==> config.mk <==
export PLATFORM = sky130hd
export DESIGN_NAME = outrun_mem
export DESIGN_NICKNAME = d
export VERILOG_FILES = /design/src/hw/mem_map_pkg.sv /design/src/hw/sdram_if_pkg.sv /design/src/hw/outrun_mem.sv /design/src/hw/rom_dwnld.sv /design/src/hw/slot_arbiter.sv /design/src/hw/slot_return.sv
export SDC_FILE = /design/constraint.sdc
export NUM_CORES = 1
export LEC_CHECK = 0
export BUFFER_PORTS_ARGS = -buffer_cell sky130_fd_sc_hd__buf_2
export CAP_MARGIN = 20
export CORE_UTILIZATION = 50
export DETAILED_ROUTE_END_ITERATION = 10
export HOLD_SLACK_MARGIN = 0.12
export PLACE_DENSITY = 0.79
export SLEW_MARGIN = 0
export SYNTH_ARGS = -nofsm -noshare
export SYNTH_HDL_FRONTEND = slang
export SYNTH_HIERARCHICAL = 1
export SYNTH_SLANG_ARGS = --single-unit
==> constraint.sdc <==
create_clock -name clk -period 4.8 [get_ports clk]
set_input_delay 0.48 -clock clk [delete_from_list [all_inputs] [get_ports clk]]
set_output_delay 0.48 -clock clk [all_outputs]
set_load 0.01 [all_outputs]
==> src/hw/mem_map_pkg.sv <==
package mem_map_pkg;

    // Download stream layout, in byte addresses
    localparam logic [24:0] HEADER_LEN = 25'd16;
    localparam logic [24:0] GFX_START  = 25'h04_0010;  // Header plus 256 kB of main ROM

    // Word offsets inside each SDRAM bank
    localparam logic [21:0] RAM_OFFSET = 22'h10_0000;  // Main RAM/VRAM sits above the ROM
    localparam logic [21:0] ROM_OFFSET = 22'h00_0000;
    localparam logic [21:0] GFX_OFFSET = 22'h00_0000;

    // Bank of each region
    localparam logic RAM_BANK = 1'b0;
    localparam logic ROM_BANK = 1'b0;
    localparam logic GFX_BANK = 1'b1;

    // Header byte positions
    localparam logic [24:0] HDR_CFG_BYTE = 25'd0;
    localparam logic [24:0] HDR_ID_BYTE  = 25'd1;

    // Flags inside the config byte
    localparam int CFG_TYPE_BIT   = 0;
    localparam int CFG_FD1089_BIT = 1;
    localparam int CFG_FD1094_BIT = 2;

endpackage

==> src/hw/sdram_if_pkg.sv <==
package sdram_if_pkg;

    // Request towards the SDRAM controller
    typedef struct packed {
        logic        valid;
        logic        write;
        logic        bank;
        logic [21:0] addr;   // Word address
        logic [15:0] wdata;
        logic [1:0]  wmask;  // Active low byte enables
    } sdram_req_t;

    // Controller answer
    typedef struct packed {
        logic        ack;    // Request taken
        logic        rdy;    // Read data valid
        logic [15:0] rdata;
    } sdram_rsp_t;

    // One client slot
    typedef struct packed {
        logic        cs;
        logic        we;
        logic [16:0] addr;   // Word address inside the region
        logic [15:0] wdata;
        logic [1:0]  dsn;    // Active low, upper byte in bit 1
    } slot_req_t;

    typedef logic [1:0] slot_id_t;

    localparam slot_id_t SLOT_RAM  = 2'd0;
    localparam slot_id_t SLOT_ROM  = 2'd1;
    localparam slot_id_t SLOT_GFX  = 2'd2;
    localparam slot_id_t SLOT_NONE = 2'd3;  // Download or nothing in flight

    localparam int SLOT_N = 3;

    // What identifies one served access of a slot
    function automatic logic [17:0] slot_key(input slot_req_t r);
        return {r.we, r.addr};
    endfunction

endpackage

==> src/hw/outrun_mem.sv <==
`timescale 1ns/10ps

module outrun_mem
    import mem_map_pkg::*, sdram_if_pkg::*;
#(
    parameter logic [24:0] HDR_LEN  = HEADER_LEN,
    parameter logic [24:0] GFX_BASE = GFX_START,
    parameter logic [21:0] RAM_OFS  = RAM_OFFSET,
    parameter logic [21:0] ROM_OFS  = ROM_OFFSET,
    parameter logic [21:0] GFX_OFS  = GFX_OFFSET
) (
    input  logic        clk,
    input  logic        rst_n,

    // ROM download
    input  logic        downloading,
    input  logic [24:0] ioctl_addr,
    input  logic [7:0]  ioctl_dout,
    input  logic        ioctl_wr,
    output logic        dwnld_busy,

    output logic [1:0]  game_id,
    output logic        dec_en,
    output logic        dec_type,

    // Client slots
    input  slot_req_t   ram_req,
    input  slot_req_t   rom_req,
    input  slot_req_t   gfx_req,
    output logic [15:0] ram_data,
    output logic [15:0] rom_data,
    output logic [15:0] gfx_data,
    output logic        ram_ok,
    output logic        rom_ok,
    output logic        gfx_ok,

    input  logic        lvbl,
    input  logic [8:0]  vrender,

    output sdram_req_t  sdram_req,
    input  sdram_rsp_t  sdram_rsp
);

    sdram_req_t prog_req;
    logic       prog_ack;
    slot_req_t  gfx_gated;
    logic       gfx_gate;
    slot_id_t   rd_slot;
    slot_id_t   busy_slot;
    logic       rd_start;
    logic       fd1089_en;
    logic       fd1094_en;

    // Graphics reads only in blanking
    assign gfx_gate = lvbl || vrender == 9'd0 || vrender[8];

    always_comb begin
        gfx_gated    = gfx_req;
        gfx_gated.cs = gfx_req.cs & gfx_gate;
    end

    always_ff @(posedge clk or negedge rst_n) begin
        if (!rst_n) begin
            dec_en <= 1'b0;
        end else begin
            dec_en <= fd1089_en | fd1094_en;
        end
    end

    rom_dwnld #(
        .HDR_LEN     (HDR_LEN),
        .GFX_BASE    (GFX_BASE)
    ) u_dwnld (
        .clk         (clk),
        .rst_n       (rst_n),
        .downloading (downloading),
        .ioctl_addr  (ioctl_addr),
        .ioctl_dout  (ioctl_dout),
        .ioctl_wr    (ioctl_wr),
        .prog_ack    (prog_ack),
        .prog_req    (prog_req),
        .dwnld_busy  (dwnld_busy),
        .game_id     (game_id),
        .fd1089_en   (fd1089_en),
        .fd1094_en   (fd1094_en),
        .dec_type    (dec_type)
    );

    slot_arbiter #(
        .RAM_OFS     (RAM_OFS),
        .ROM_OFS     (ROM_OFS),
        .GFX_OFS     (GFX_OFS)
    ) u_arbiter (
        .clk         (clk),
        .rst_n       (rst_n),
        .downloading (downloading),
        .prog_req    (prog_req),
        .prog_ack    (prog_ack),
        .ram_req     (ram_req),
        .rom_req     (rom_req),
        .gfx_req     (gfx_gated),
        .sdram_req   (sdram_req),
        .sdram_rsp   (sdram_rsp),
        .rd_slot     (rd_slot),
        .rd_start    (rd_start),
        .busy_slot   (busy_slot)
    );

    slot_return u_return (
        .clk         (clk),
        .rst_n       (rst_n),
        .rd_start    (rd_start),
        .rd_slot     (rd_slot),
        .busy_slot   (busy_slot),
        .sdram_rsp   (sdram_rsp),
        .ram_req     (ram_req),
        .rom_req     (rom_req),
        .gfx_req     (gfx_gated),
        .ram_data    (ram_data),
        .rom_data    (rom_data),
        .gfx_data    (gfx_data),
        .ram_ok      (ram_ok),
        .rom_ok      (rom_ok),
        .gfx_ok      (gfx_ok)
    );

endmodule

==> src/hw/rom_dwnld.sv <==
`timescale 1ns/10ps

module rom_dwnld
    import mem_map_pkg::*, sdram_if_pkg::*;
#(
    parameter logic [24:0] HDR_LEN  = HEADER_LEN,
    parameter logic [24:0] GFX_BASE = GFX_START
) (
    input  logic        clk,
    input  logic        rst_n,

    input  logic        downloading,
    input  logic [24:0] ioctl_addr,
    input  logic [7:0]  ioctl_dout,
    input  logic        ioctl_wr,

    input  logic        prog_ack,
    output sdram_req_t  prog_req,
    output logic        dwnld_busy,

    output logic [1:0]  game_id,
    output logic        fd1089_en,
    output logic        fd1094_en,
    output logic        dec_type
);

    logic        header;
    logic        in_gfx;
    logic [24:0] rel_addr;
    logic        byte_wr;
    logic [7:0]  low_byte;
    logic        prog_valid;
    logic        prog_bank;
    logic [21:0] prog_addr;
    logic [15:0] prog_data;

    assign header   = ioctl_addr < HDR_LEN;
    assign in_gfx   = ioctl_addr >= GFX_BASE;
    assign rel_addr = ioctl_addr - (in_gfx ? GFX_BASE : HDR_LEN);  // Offset inside the bank
    assign byte_wr  = downloading && ioctl_wr && !header;

    // Header decode
    always_ff @(posedge clk or negedge rst_n) begin
        if (!rst_n) begin
            fd1089_en <= 1'b0;
            fd1094_en <= 1'b0;
            dec_type  <= 1'b0;
            game_id   <= 2'd0;
        end else if (downloading && ioctl_wr && header) begin
            if (ioctl_addr == HDR_CFG_BYTE) begin
                fd1089_en <= ioctl_dout[CFG_FD1089_BIT];
                fd1094_en <= ioctl_dout[CFG_FD1094_BIT];
                dec_type  <= ioctl_dout[CFG_TYPE_BIT];
            end
            if (ioctl_addr == HDR_ID_BYTE) begin
                game_id <= ioctl_dout[1:0];
            end
        end
    end

    // A new word wins over the ack of the previous one
    always_ff @(posedge clk or negedge rst_n) begin
        if (!rst_n) begin
            prog_valid <= 1'b0;
        end else if (byte_wr && rel_addr[0]) begin
            prog_valid <= 1'b1;
        end else if (prog_ack) begin
            prog_valid <= 1'b0;
        end
    end

    // Even byte waits for its odd partner
    always_ff @(posedge clk) begin
        if (byte_wr) begin
            if (!rel_addr[0]) begin
                low_byte <= ioctl_dout;
            end else begin
                prog_data <= {ioctl_dout, low_byte};
                prog_addr <= rel_addr[22:1];
                prog_bank <= in_gfx ? GFX_BANK : ROM_BANK;
            end
        end
    end

    always_comb begin
        prog_req.valid = prog_valid;
        prog_req.write = 1'b1;
        prog_req.bank  = prog_bank;
        prog_req.addr  = prog_addr;
        prog_req.wdata = prog_data;
        prog_req.wmask = 2'b00;  // Full word
    end

    assign dwnld_busy = downloading | prog_valid;  // Covers the last write after the stream

endmodule

==> src/hw/slot_arbiter.sv <==
`timescale 1ns/10ps

module slot_arbiter
    import mem_map_pkg::*, sdram_if_pkg::*;
#(
    parameter logic [21:0] RAM_OFS = RAM_OFFSET,
    parameter logic [21:0] ROM_OFS = ROM_OFFSET,
    parameter logic [21:0] GFX_OFS = GFX_OFFSET
) (
    input  logic       clk,
    input  logic       rst_n,

    input  logic       downloading,
    input  sdram_req_t prog_req,
    output logic       prog_ack,

    input  slot_req_t  ram_req,
    input  slot_req_t  rom_req,
    input  slot_req_t  gfx_req,

    output sdram_req_t sdram_req,
    input  sdram_rsp_t sdram_rsp,

    output slot_id_t   rd_slot,
    output logic       rd_start,
    output slot_id_t   busy_slot
);

    localparam logic [1:0] IDLE     = 2'd0;
    localparam logic [1:0] REQ      = 2'd1;
    localparam logic [1:0] WAIT_RDY = 2'd2;

    logic [1:0]        state;
    slot_req_t         slots [SLOT_N];
    logic [SLOT_N-1:0] pend;
    logic [SLOT_N-1:0] done_v;
    logic [17:0]       done_key [SLOT_N];
    logic [17:0]       grant_key;
    logic [17:0]       iss_key;
    slot_id_t          grant;
    slot_id_t          cur_slot;
    logic              take_prog;
    logic              issue;
    logic              finish;
    sdram_req_t        nxt_req;
    sdram_req_t        req_q;
    logic              req_valid;

    assign slots[SLOT_RAM] = ram_req;
    assign slots[SLOT_ROM] = rom_req;
    assign slots[SLOT_GFX] = gfx_req;

    // A slot needs service until its current access has been served
    always_comb begin
        for (int i = 0; i < SLOT_N; i++) begin
            pend[i] = slots[i].cs && !(done_v[i] && slot_key(slots[i]) == done_key[i]);
        end
    end

    // Fixed priority: download, ram, rom, gfx
    always_comb begin
        take_prog = prog_req.valid;
        grant     = SLOT_NONE;
        grant_key = '0;
        if (!take_prog && !downloading) begin
            if (pend[SLOT_RAM]) begin
                grant     = SLOT_RAM;
                grant_key = slot_key(ram_req);
            end else if (pend[SLOT_ROM]) begin
                grant     = SLOT_ROM;
                grant_key = slot_key(rom_req);
            end else if (pend[SLOT_GFX]) begin
                grant     = SLOT_GFX;
                grant_key = slot_key(gfx_req);
            end
        end
    end

    assign issue = state == IDLE && (take_prog || grant != SLOT_NONE);

    always_comb begin
        nxt_req = prog_req;
        case (grant)
            SLOT_RAM: begin
                nxt_req.write = ram_req.we;
                nxt_req.bank  = RAM_BANK;
                nxt_req.addr  = RAM_OFS + {5'd0, ram_req.addr};
                nxt_req.wdata = ram_req.wdata;
                nxt_req.wmask = ram_req.dsn;
            end
            SLOT_ROM: begin
                nxt_req.write = 1'b0;
                nxt_req.bank  = ROM_BANK;
                nxt_req.addr  = ROM_OFS + {5'd0, rom_req.addr};
                nxt_req.wdata = 16'h0;
                nxt_req.wmask = 2'b11;
            end
            SLOT_GFX: begin
                nxt_req.write = 1'b0;
                nxt_req.bank  = GFX_BANK;
                nxt_req.addr  = GFX_OFS + {5'd0, gfx_req.addr};
                nxt_req.wdata = 16'h0;
                nxt_req.wmask = 2'b11;
            end
            default: ;
        endcase
    end

    assign rd_start = issue && grant != SLOT_NONE && !nxt_req.write;
    assign rd_slot  = grant;

    // Writes end at the ack, reads at rdy
    assign finish = (state == REQ && sdram_rsp.ack && req_q.write) ||
                    (state == WAIT_RDY && sdram_rsp.rdy);

    always_ff @(posedge clk or negedge rst_n) begin
        if (!rst_n) begin
            state     <= IDLE;
            req_valid <= 1'b0;
            cur_slot  <= SLOT_NONE;
        end else begin
            case (state)
                IDLE: begin
                    if (issue) begin
                        state     <= REQ;
                        req_valid <= 1'b1;
                        cur_slot  <= grant;
                    end
                end
                REQ: begin
                    if (sdram_rsp.ack) begin
                        req_valid <= 1'b0;
                        state     <= req_q.write ? IDLE : WAIT_RDY;
                    end
                end
                WAIT_RDY: begin
                    if (sdram_rsp.rdy) state <= IDLE;
                end
                default: state <= IDLE;
            endcase
        end
    end

    always_ff @(posedge clk) begin
        if (issue) begin
            req_q   <= nxt_req;
            iss_key <= grant_key;
        end
    end

    // Served flags drop with cs
    always_ff @(posedge clk or negedge rst_n) begin
        if (!rst_n) begin
            done_v <= '0;
        end else begin
            for (int i = 0; i < SLOT_N; i++) begin
                if (!slots[i].cs) begin
                    done_v[i] <= 1'b0;
                end else if (finish && cur_slot == slot_id_t'(i)) begin
                    done_v[i] <= 1'b1;
                end
            end
        end
    end

    always_ff @(posedge clk) begin
        for (int i = 0; i < SLOT_N; i++) begin
            if (finish && cur_slot == slot_id_t'(i)) done_key[i] <= iss_key;
        end
    end

    always_comb begin
        sdram_req       = req_q;
        sdram_req.valid = req_valid;
    end

    assign prog_ack  = state == REQ && sdram_rsp.ack && cur_slot == SLOT_NONE;
    assign busy_slot = (state == REQ && req_q.write) ? cur_slot : SLOT_NONE;  // Slot writes only

endmodule

==> src/hw/slot_return.sv <==
`timescale 1ns/10ps

module slot_return
    import sdram_if_pkg::*;
(
    input  logic        clk,
    input  logic        rst_n,

    input  logic        rd_start,
    input  slot_id_t    rd_slot,
    input  slot_id_t    busy_slot,
    input  sdram_rsp_t  sdram_rsp,

    input  slot_req_t   ram_req,
    input  slot_req_t   rom_req,
    input  slot_req_t   gfx_req,

    output logic [15:0] ram_data,
    output logic [15:0] rom_data,
    output logic [15:0] gfx_data,
    output logic        ram_ok,
    output logic        rom_ok,
    output logic        gfx_ok
);

    slot_req_t         slots [SLOT_N];
    slot_id_t          fly_slot;
    logic [17:0]       fly_key;
    logic [17:0]       rd_key;
    logic [17:0]       rec_key [SLOT_N];
    logic [15:0]       data_q [SLOT_N];
    logic [SLOT_N-1:0] rec_v;
    logic [SLOT_N-1:0] ok_q;
    logic [SLOT_N-1:0] rd_done;
    logic [SLOT_N-1:0] wr_done;

    assign slots[SLOT_RAM] = ram_req;
    assign slots[SLOT_ROM] = rom_req;
    assign slots[SLOT_GFX] = gfx_req;

    always_comb begin
        case (rd_slot)
            SLOT_RAM: rd_key = slot_key(ram_req);
            SLOT_ROM: rd_key = slot_key(rom_req);
            SLOT_GFX: rd_key = slot_key(gfx_req);
            default:  rd_key = '0;
        endcase
    end

    always_comb begin
        for (int i = 0; i < SLOT_N; i++) begin
            rd_done[i] = sdram_rsp.rdy && fly_slot == slot_id_t'(i);
            wr_done[i] = sdram_rsp.ack && busy_slot == slot_id_t'(i);
        end
    end

    // Slot and address of the read in flight
    always_ff @(posedge clk or negedge rst_n) begin
        if (!rst_n) begin
            fly_slot <= SLOT_NONE;
        end else if (rd_start) begin
            fly_slot <= rd_slot;
        end
    end

    always_ff @(posedge clk) begin
        if (rd_start) fly_key <= rd_key;
        for (int i = 0; i < SLOT_N; i++) begin
            if (rd_done[i]) begin
                data_q[i]  <= sdram_rsp.rdata;
                rec_key[i] <= fly_key;
            end else if (wr_done[i]) begin
                rec_key[i] <= slot_key(slots[i]);  // Address held by the slot
            end
        end
    end

    always_ff @(posedge clk or negedge rst_n) begin
        if (!rst_n) begin
            rec_v <= '0;
            ok_q  <= '0;
        end else begin
            for (int i = 0; i < SLOT_N; i++) begin
                if (!slots[i].cs) begin
                    rec_v[i] <= 1'b0;
                end else if (rd_done[i] || wr_done[i]) begin
                    rec_v[i] <= 1'b1;
                end
                ok_q[i] <= slots[i].cs && rec_v[i] && slot_key(slots[i]) == rec_key[i];
            end
        end
    end

    assign ram_data = data_q[SLOT_RAM];
    assign rom_data = data_q[SLOT_ROM];
    assign gfx_data = data_q[SLOT_GFX];
    assign ram_ok   = ok_q[SLOT_RAM];
    assign rom_ok   = ok_q[SLOT_ROM];
    assign gfx_ok   = ok_q[SLOT_GFX];

endmodule

# --- Word-level counts from Yosys, hierarchy flattened ---
# Memories as Yosys holds them, arrays and structs flattened.
# Cells that the tools add are included.
# Widths: inputs -> output; s select.
op_classes:
  muxes: 70
  eq_ne: 28
  order_cmp: 2
  reduce_logical: 68
  addsub: 2
  n_bitwise: 7
op_table:
  columns: ["operator", "n"]
  rows:
  - ["$mux 18", 8]
  - ["$pmux 42 s3", 1]
  - ["$eq 18x18->1", 6]
  - ["$pmux 18 s3", 1]
  - ["$mux 1", 43]
  - ["$reduce_or 18->1", 2]
  - ["$logic_and 1x1->1", 34]
  - ["$mux 16", 2]
  - ["$reduce_or 16->1", 2]
  - ["$eq 25x1->1 const B", 1]
  - ["$ge 25x19->1 const B", 1]
  - ["$logic_not 25->1", 1]
  - ["$lt 25x5->1 const B", 1]
  - ["$mux 2", 12]
  - ["$sub 23x23->23", 1]
  - ["$add 21x17->22 const A", 1]
  - ["$mux 19", 1]
  - ["$eq 2x2->1 const B", 6]
  - ["$eq 2x1->1 const B", 5]
  - ["$logic_not 2->1", 5]
  - ["$ne 2x1->1 const B", 5]
  - ["$ne 2x2->1 const B", 5]
  - ["$reduce_and 2->1", 5]
  - ["$logic_not 9->1", 1]
  - ["9 further kinds", 27]
totals:
  output_inout_bits: 99
  in_bits: 176
  mem_count: 3
  ram_bits: 156
  wordCells: 208
  regBits: 148
memory_table:
  columns: ["name", "words", "word_bits", "read_ports", "rd_ports_with_merged_regs", "wr", "line", "rtl"]
  rows:
  - ["u_arbiter.done_key", 3, 18, 3, 0, 1, "slot_arbiter.sv:37", "logic [17:0] done_key [SLOT_N];"]
  - ["u_return.rec_key", 3, 18, 3, 0, 3, "slot_return.sv:30", "logic [17:0] rec_key [SLOT_N];"]
  - ["u_return.data_q", 3, 16, 3, 0, 1, "slot_return.sv:31", "logic [15:0] data_q [SLOT_N];"]

# --- Depth between registers and ports, before layout ---
logic_depth:
  word_depth: 14
  mapped_depth: 13

# --- Cells and area by module ---
# The synthesis kept the hierarchy.
modules_own_cells:
  columns: ["mod", "area_each_um2", "cells_each", "instances"]
  rows:
  - ["slot_arbiter", 5766.8, 437, 1]
  - ["slot_return", 5741.8, 339, 1]
  - ["rom_dwnld", 2274.7, 149, 1]
  - ["outrun_mem", 63.8, 6, 1]

# --- Least setup slack after synthesis ---
# No wires, ideal clock.
synth_timing:
  path_type: "input-to-reg"
  start: "in rom_req[27] in the netlist's numbering"
  end: "reg u_return.fly_slot[0]"
  required_ns: 4.718
  stages: 13
  arrival_ns: 4.712
  path_buffers: 2
  setup_slack_ns: 0.006
  path_cell_list: "xor2_1 > nor4_1 > nand3_1 > o31a_1 > buf_6 > nand3b_4 > a211o_1 > ha_1 > clkbuf_1 > nand2_1 > o21ai_0 > nor4_1 > mux2_2"
synth_rtl:
  columns: ["element", "line", "rtl"]
  rows:
  - ["start: declaration", "outrun_mem.sv:28", "input slot_req_t rom_req,"]
  - ["end signal: assignment", "slot_return.sv:62", "fly_slot <= rd_slot;"]
  - ["end: declaration", "slot_return.sv:27", "slot_id_t fly_slot;"]

==> impl_metrics.yaml <==
clock_tree:
  cts_root_buf: "clkbuf_16"
  cts_buffer_depth: 3
  clk_latency_ns: 0.56
  cts_resized: 0
  ctsHtreeMaxLevel: 1
  postCtsSetupBuffers: 0
  cts_made_buffers: 31
  cts_tree: "built"
  cts.sinks: 304
  ctsHoldBuffers: 21
  clkTransAtPathRegs_ns: 0.06
synth:
  synth_top_family_by_area: "simple AND/OR/NAND/NOR gates"
  ys_seq_elements: 304
  synth.distinct_cells: 66
  synth_mux_area_share_pct: 8.54
  avgSynthCellArea_um2: 14.9
  yosysTopAreaCell: "edfxtp_1"
  synth_edf_count: 281
  yosys.area.top_type_share_pct: 60.9
  synth_compound_area_share_pct: 6.08
  synth-xor-area-share_pct: 7.78
  async_flop_share_pct: 7.57
  syn_area_um2: 13800
  synthSimpleGateAreaFrac_pct: 8.81
  ys_seq_area_share_pct: 65.1
  ys.flop_type: "edfxtp_1"
  synthCells: 931
  yosys_warnings: 6
  synth.area.top_cells: "edfxtp_1 (61%), xor2_1 (5.9%), mux2_4 (3.6%)"
  synth_fa_ha_area_share_pct: 0.813
setup_path:
  reg2reg_setup_slack_ns: 1.08
  crit_path_start_kind: "register"
  worstSetupPathType: "register to register"
  critical_path.max_fanout: 21
  crit_chain: "xor2_1, nor4_1, nand3_1, o31a_1, nand3b_4, a211o_1, buf_4, ha_1, a222oi_1, mux2i_1"
  reg2reg_to: "u_arbiter/sdram_req[30]$_DFFE_PN_"
  rr_worst_depth: 10
  endpoint: "u_arbiter/sdram_req[30]$_DFFE_PN_"
  critPathMaxStageDelay_ns: 0.62
  cp_data_arrival_time_ns: 3.99
  slowest_stage: "a222oi_1"
  cp.required_ns: 5.08
  crit_path_end_kind: "register"
  r2r-start: "u_arbiter/done_key[0][27]$_DFFE_PP_"
  cp-startpoint: "u_arbiter/done_key[0][27]$_DFFE_PP_"
cells_and_area:
  final_nets: 1381
  ff_latch_area_um2: 9020
  final_common_cell: "edfxtp_1"
  multi_input_area_um2: 4510
  drive_gt1_share_pct: 32.7
  nFillCells: 2035
  area_growth_pct: 19.7
  final_util_pct: 61.3
  layout_common_cells: "edfxtp_1 (281), buf_2 (238), xor2_1 (94)"
global_route:
  grt_antenna_before_repair: 3
  grt_max_degree: 40
  grt_pass1_vias: 8664
  grt_pass1_wl_um: 49200
  overflow: 0
  grt_usage_pct: 23.0
timing:
  finalHoldViolations: 0
  slew_headroom_pct: 24.9
  rsz0062_at_grt: "no"
  setup_viol: 0
  fin_skew_ns: 0.0104
  finalCritPeriodShare_pct: 77.4
  tightest_slew_ns: 1.13
  setup_tns_ns: 0
  period_needed_ns: 3.72
  holdWs_ns: 0.137
  final_max_slew_viol_count: 0
  fmax_mhz: 269
die:
  row_count: 60
  core_region_area_um2: 27000
  dieArea_um2: 28400
  start_util_pct: 51.2
  die_h_um: 168
  io_pins: 275
  die_x_um: 168
power_and_ir_drop:
  p_per_area_nw_per_um2: 464
  p_leak_nw: 6.44
  peakVddDrop_mv: 0.302
  power.total_mw: 7.68
detailed_routing:
  ant_nets: 0
  wl_met3_um: 3420
  vias_per_cell: 5.83
  drc: 0
  wl_um: 33200
  vias: 9096
  first_pass_iters: 7
  met1_length_um: 13400
  avgRoutedWirePerCell_um: 21.3
  highest_layer: "met5"
  dr_wl_met2_um: 15400
  drt_iter0_markers: 912
min_path:
  min-delay-start: "sdram_rsp[3]"
  hold_class: "primary input to register"
place:
  dp_hpwl_um: 23600
  port-buffer-count: 238
  gp_congestion: 0.869
flow_run:
  maxCapViolations: 0
status:
  status: "finished clean"
==> per-stage QoR <==
stage                     std cells  worst slack (ns)  area [µm²]
after floorplan                 932           0.00586       13900
after global placement         1481             0.963       15400
after detailed placement       1481             0.938       15400
after CTS                      1556              1.14       16500
after global routing           1560             0.885       16600
final                          1560              1.08       16600
==> Yosys cell counts, drive strengths merged (17+ instances only) <==
| master | instances |
|---|---|
| dfrtp | 19 |
| a31oi | 19 |
| edfxtp | 281 |
| buf | 24 |
| nand2 | 68 |
| xnor2 | 29 |
| xor2 | 94 |
| mux2 | 62 |
| a222oi | 17 |
| o21ai | 50 |
| clkbuf | 21 |
| mux2i | 36 |
| nor4 | 30 |
| inv | 27 |
| nand4b | 20 |
==> cell type report <==
class                           count  share of cell area [%]
Antenna cell                        2                  0.0302
Clock buffer                       37                    4.82
Clock inverter                     17                   0.989
Inverter                           27                   0.612
Multi-Input combinational cell    556                    27.2
Sequential cell                   304                    54.4
Tap cell                          341                    2.57
Timing Repair Buffer              276                    9.35
==> sequential cells by signal, indices dropped and copies added, names as in the netlist, 16 cells and up <==
register	count
u_arbiter/done_key	54
u_arbiter/iss_key	18
u_arbiter/sdram_req	42
u_dwnld/prog_addr	22
u_dwnld/prog_data	16
u_return/data_q	48
u_return/fly_key	18
u_return/rec_key	54
==> cells by family after synthesis <==
group | count (synthesis)
other | 2
muxes | 98
and+or+nand+nor | 200
adders and majority gates | 9
xor gates and xnor gates | 123
buffers and inverters | 72
DFF | 304
AOI/OAI and AO/OA | 123
==> layer usage <==
metal	track usage [%]	vias up
met2	36.9	506
met5	0	-
met1	31.3	4435
li1	-	4081
met4	7.35	2
met3	5.05	72
==> power by group <==
| group | total (mW) | internal (mW) | switching (mW) |
|---|---|---|---|
| combinational | 1.54 | 0.575 | 0.965 |
| clock | 2.29 | 1.30 | 0.994 |
| sequential | 3.85 | 3.62 | 0.232 |
| total | 7.68 | 5.49 | 2.19 |
==> worst min path at each step <==
stage,end,cells after the start
2_1_floorplan,dec_en$_DFF_PN0_,0
3_3_place_gp,u_dwnld/prog_data[0]$_DFFE_PP_,0
3_5_place_dp,u_dwnld/prog_data[4]$_DFFE_PP_,0
4_1_cts,u_return/data_q[0][7]$_DFFE_PP_,1
5_1_grt,u_return/data_q[0][19]$_DFFE_PP_,1
6_report,u_return/data_q[0][3]$_DFFE_PP_,1
==> worst max-delay path: cells and delay by family (launching register included) <==
family	cells	cell delay (ns)
multiplexers	1	0.13
AND/OR/NAND/NOR	3	0.77
buffers and inverters	1	0.25
adder cells (fa/ha/maj)	1	0.48
AO/OA/AOI/OAI	3	1.21
XOR/XNOR	1	0.19
flip-flops	1	0.38
Power figures use the tool's default switching activity.
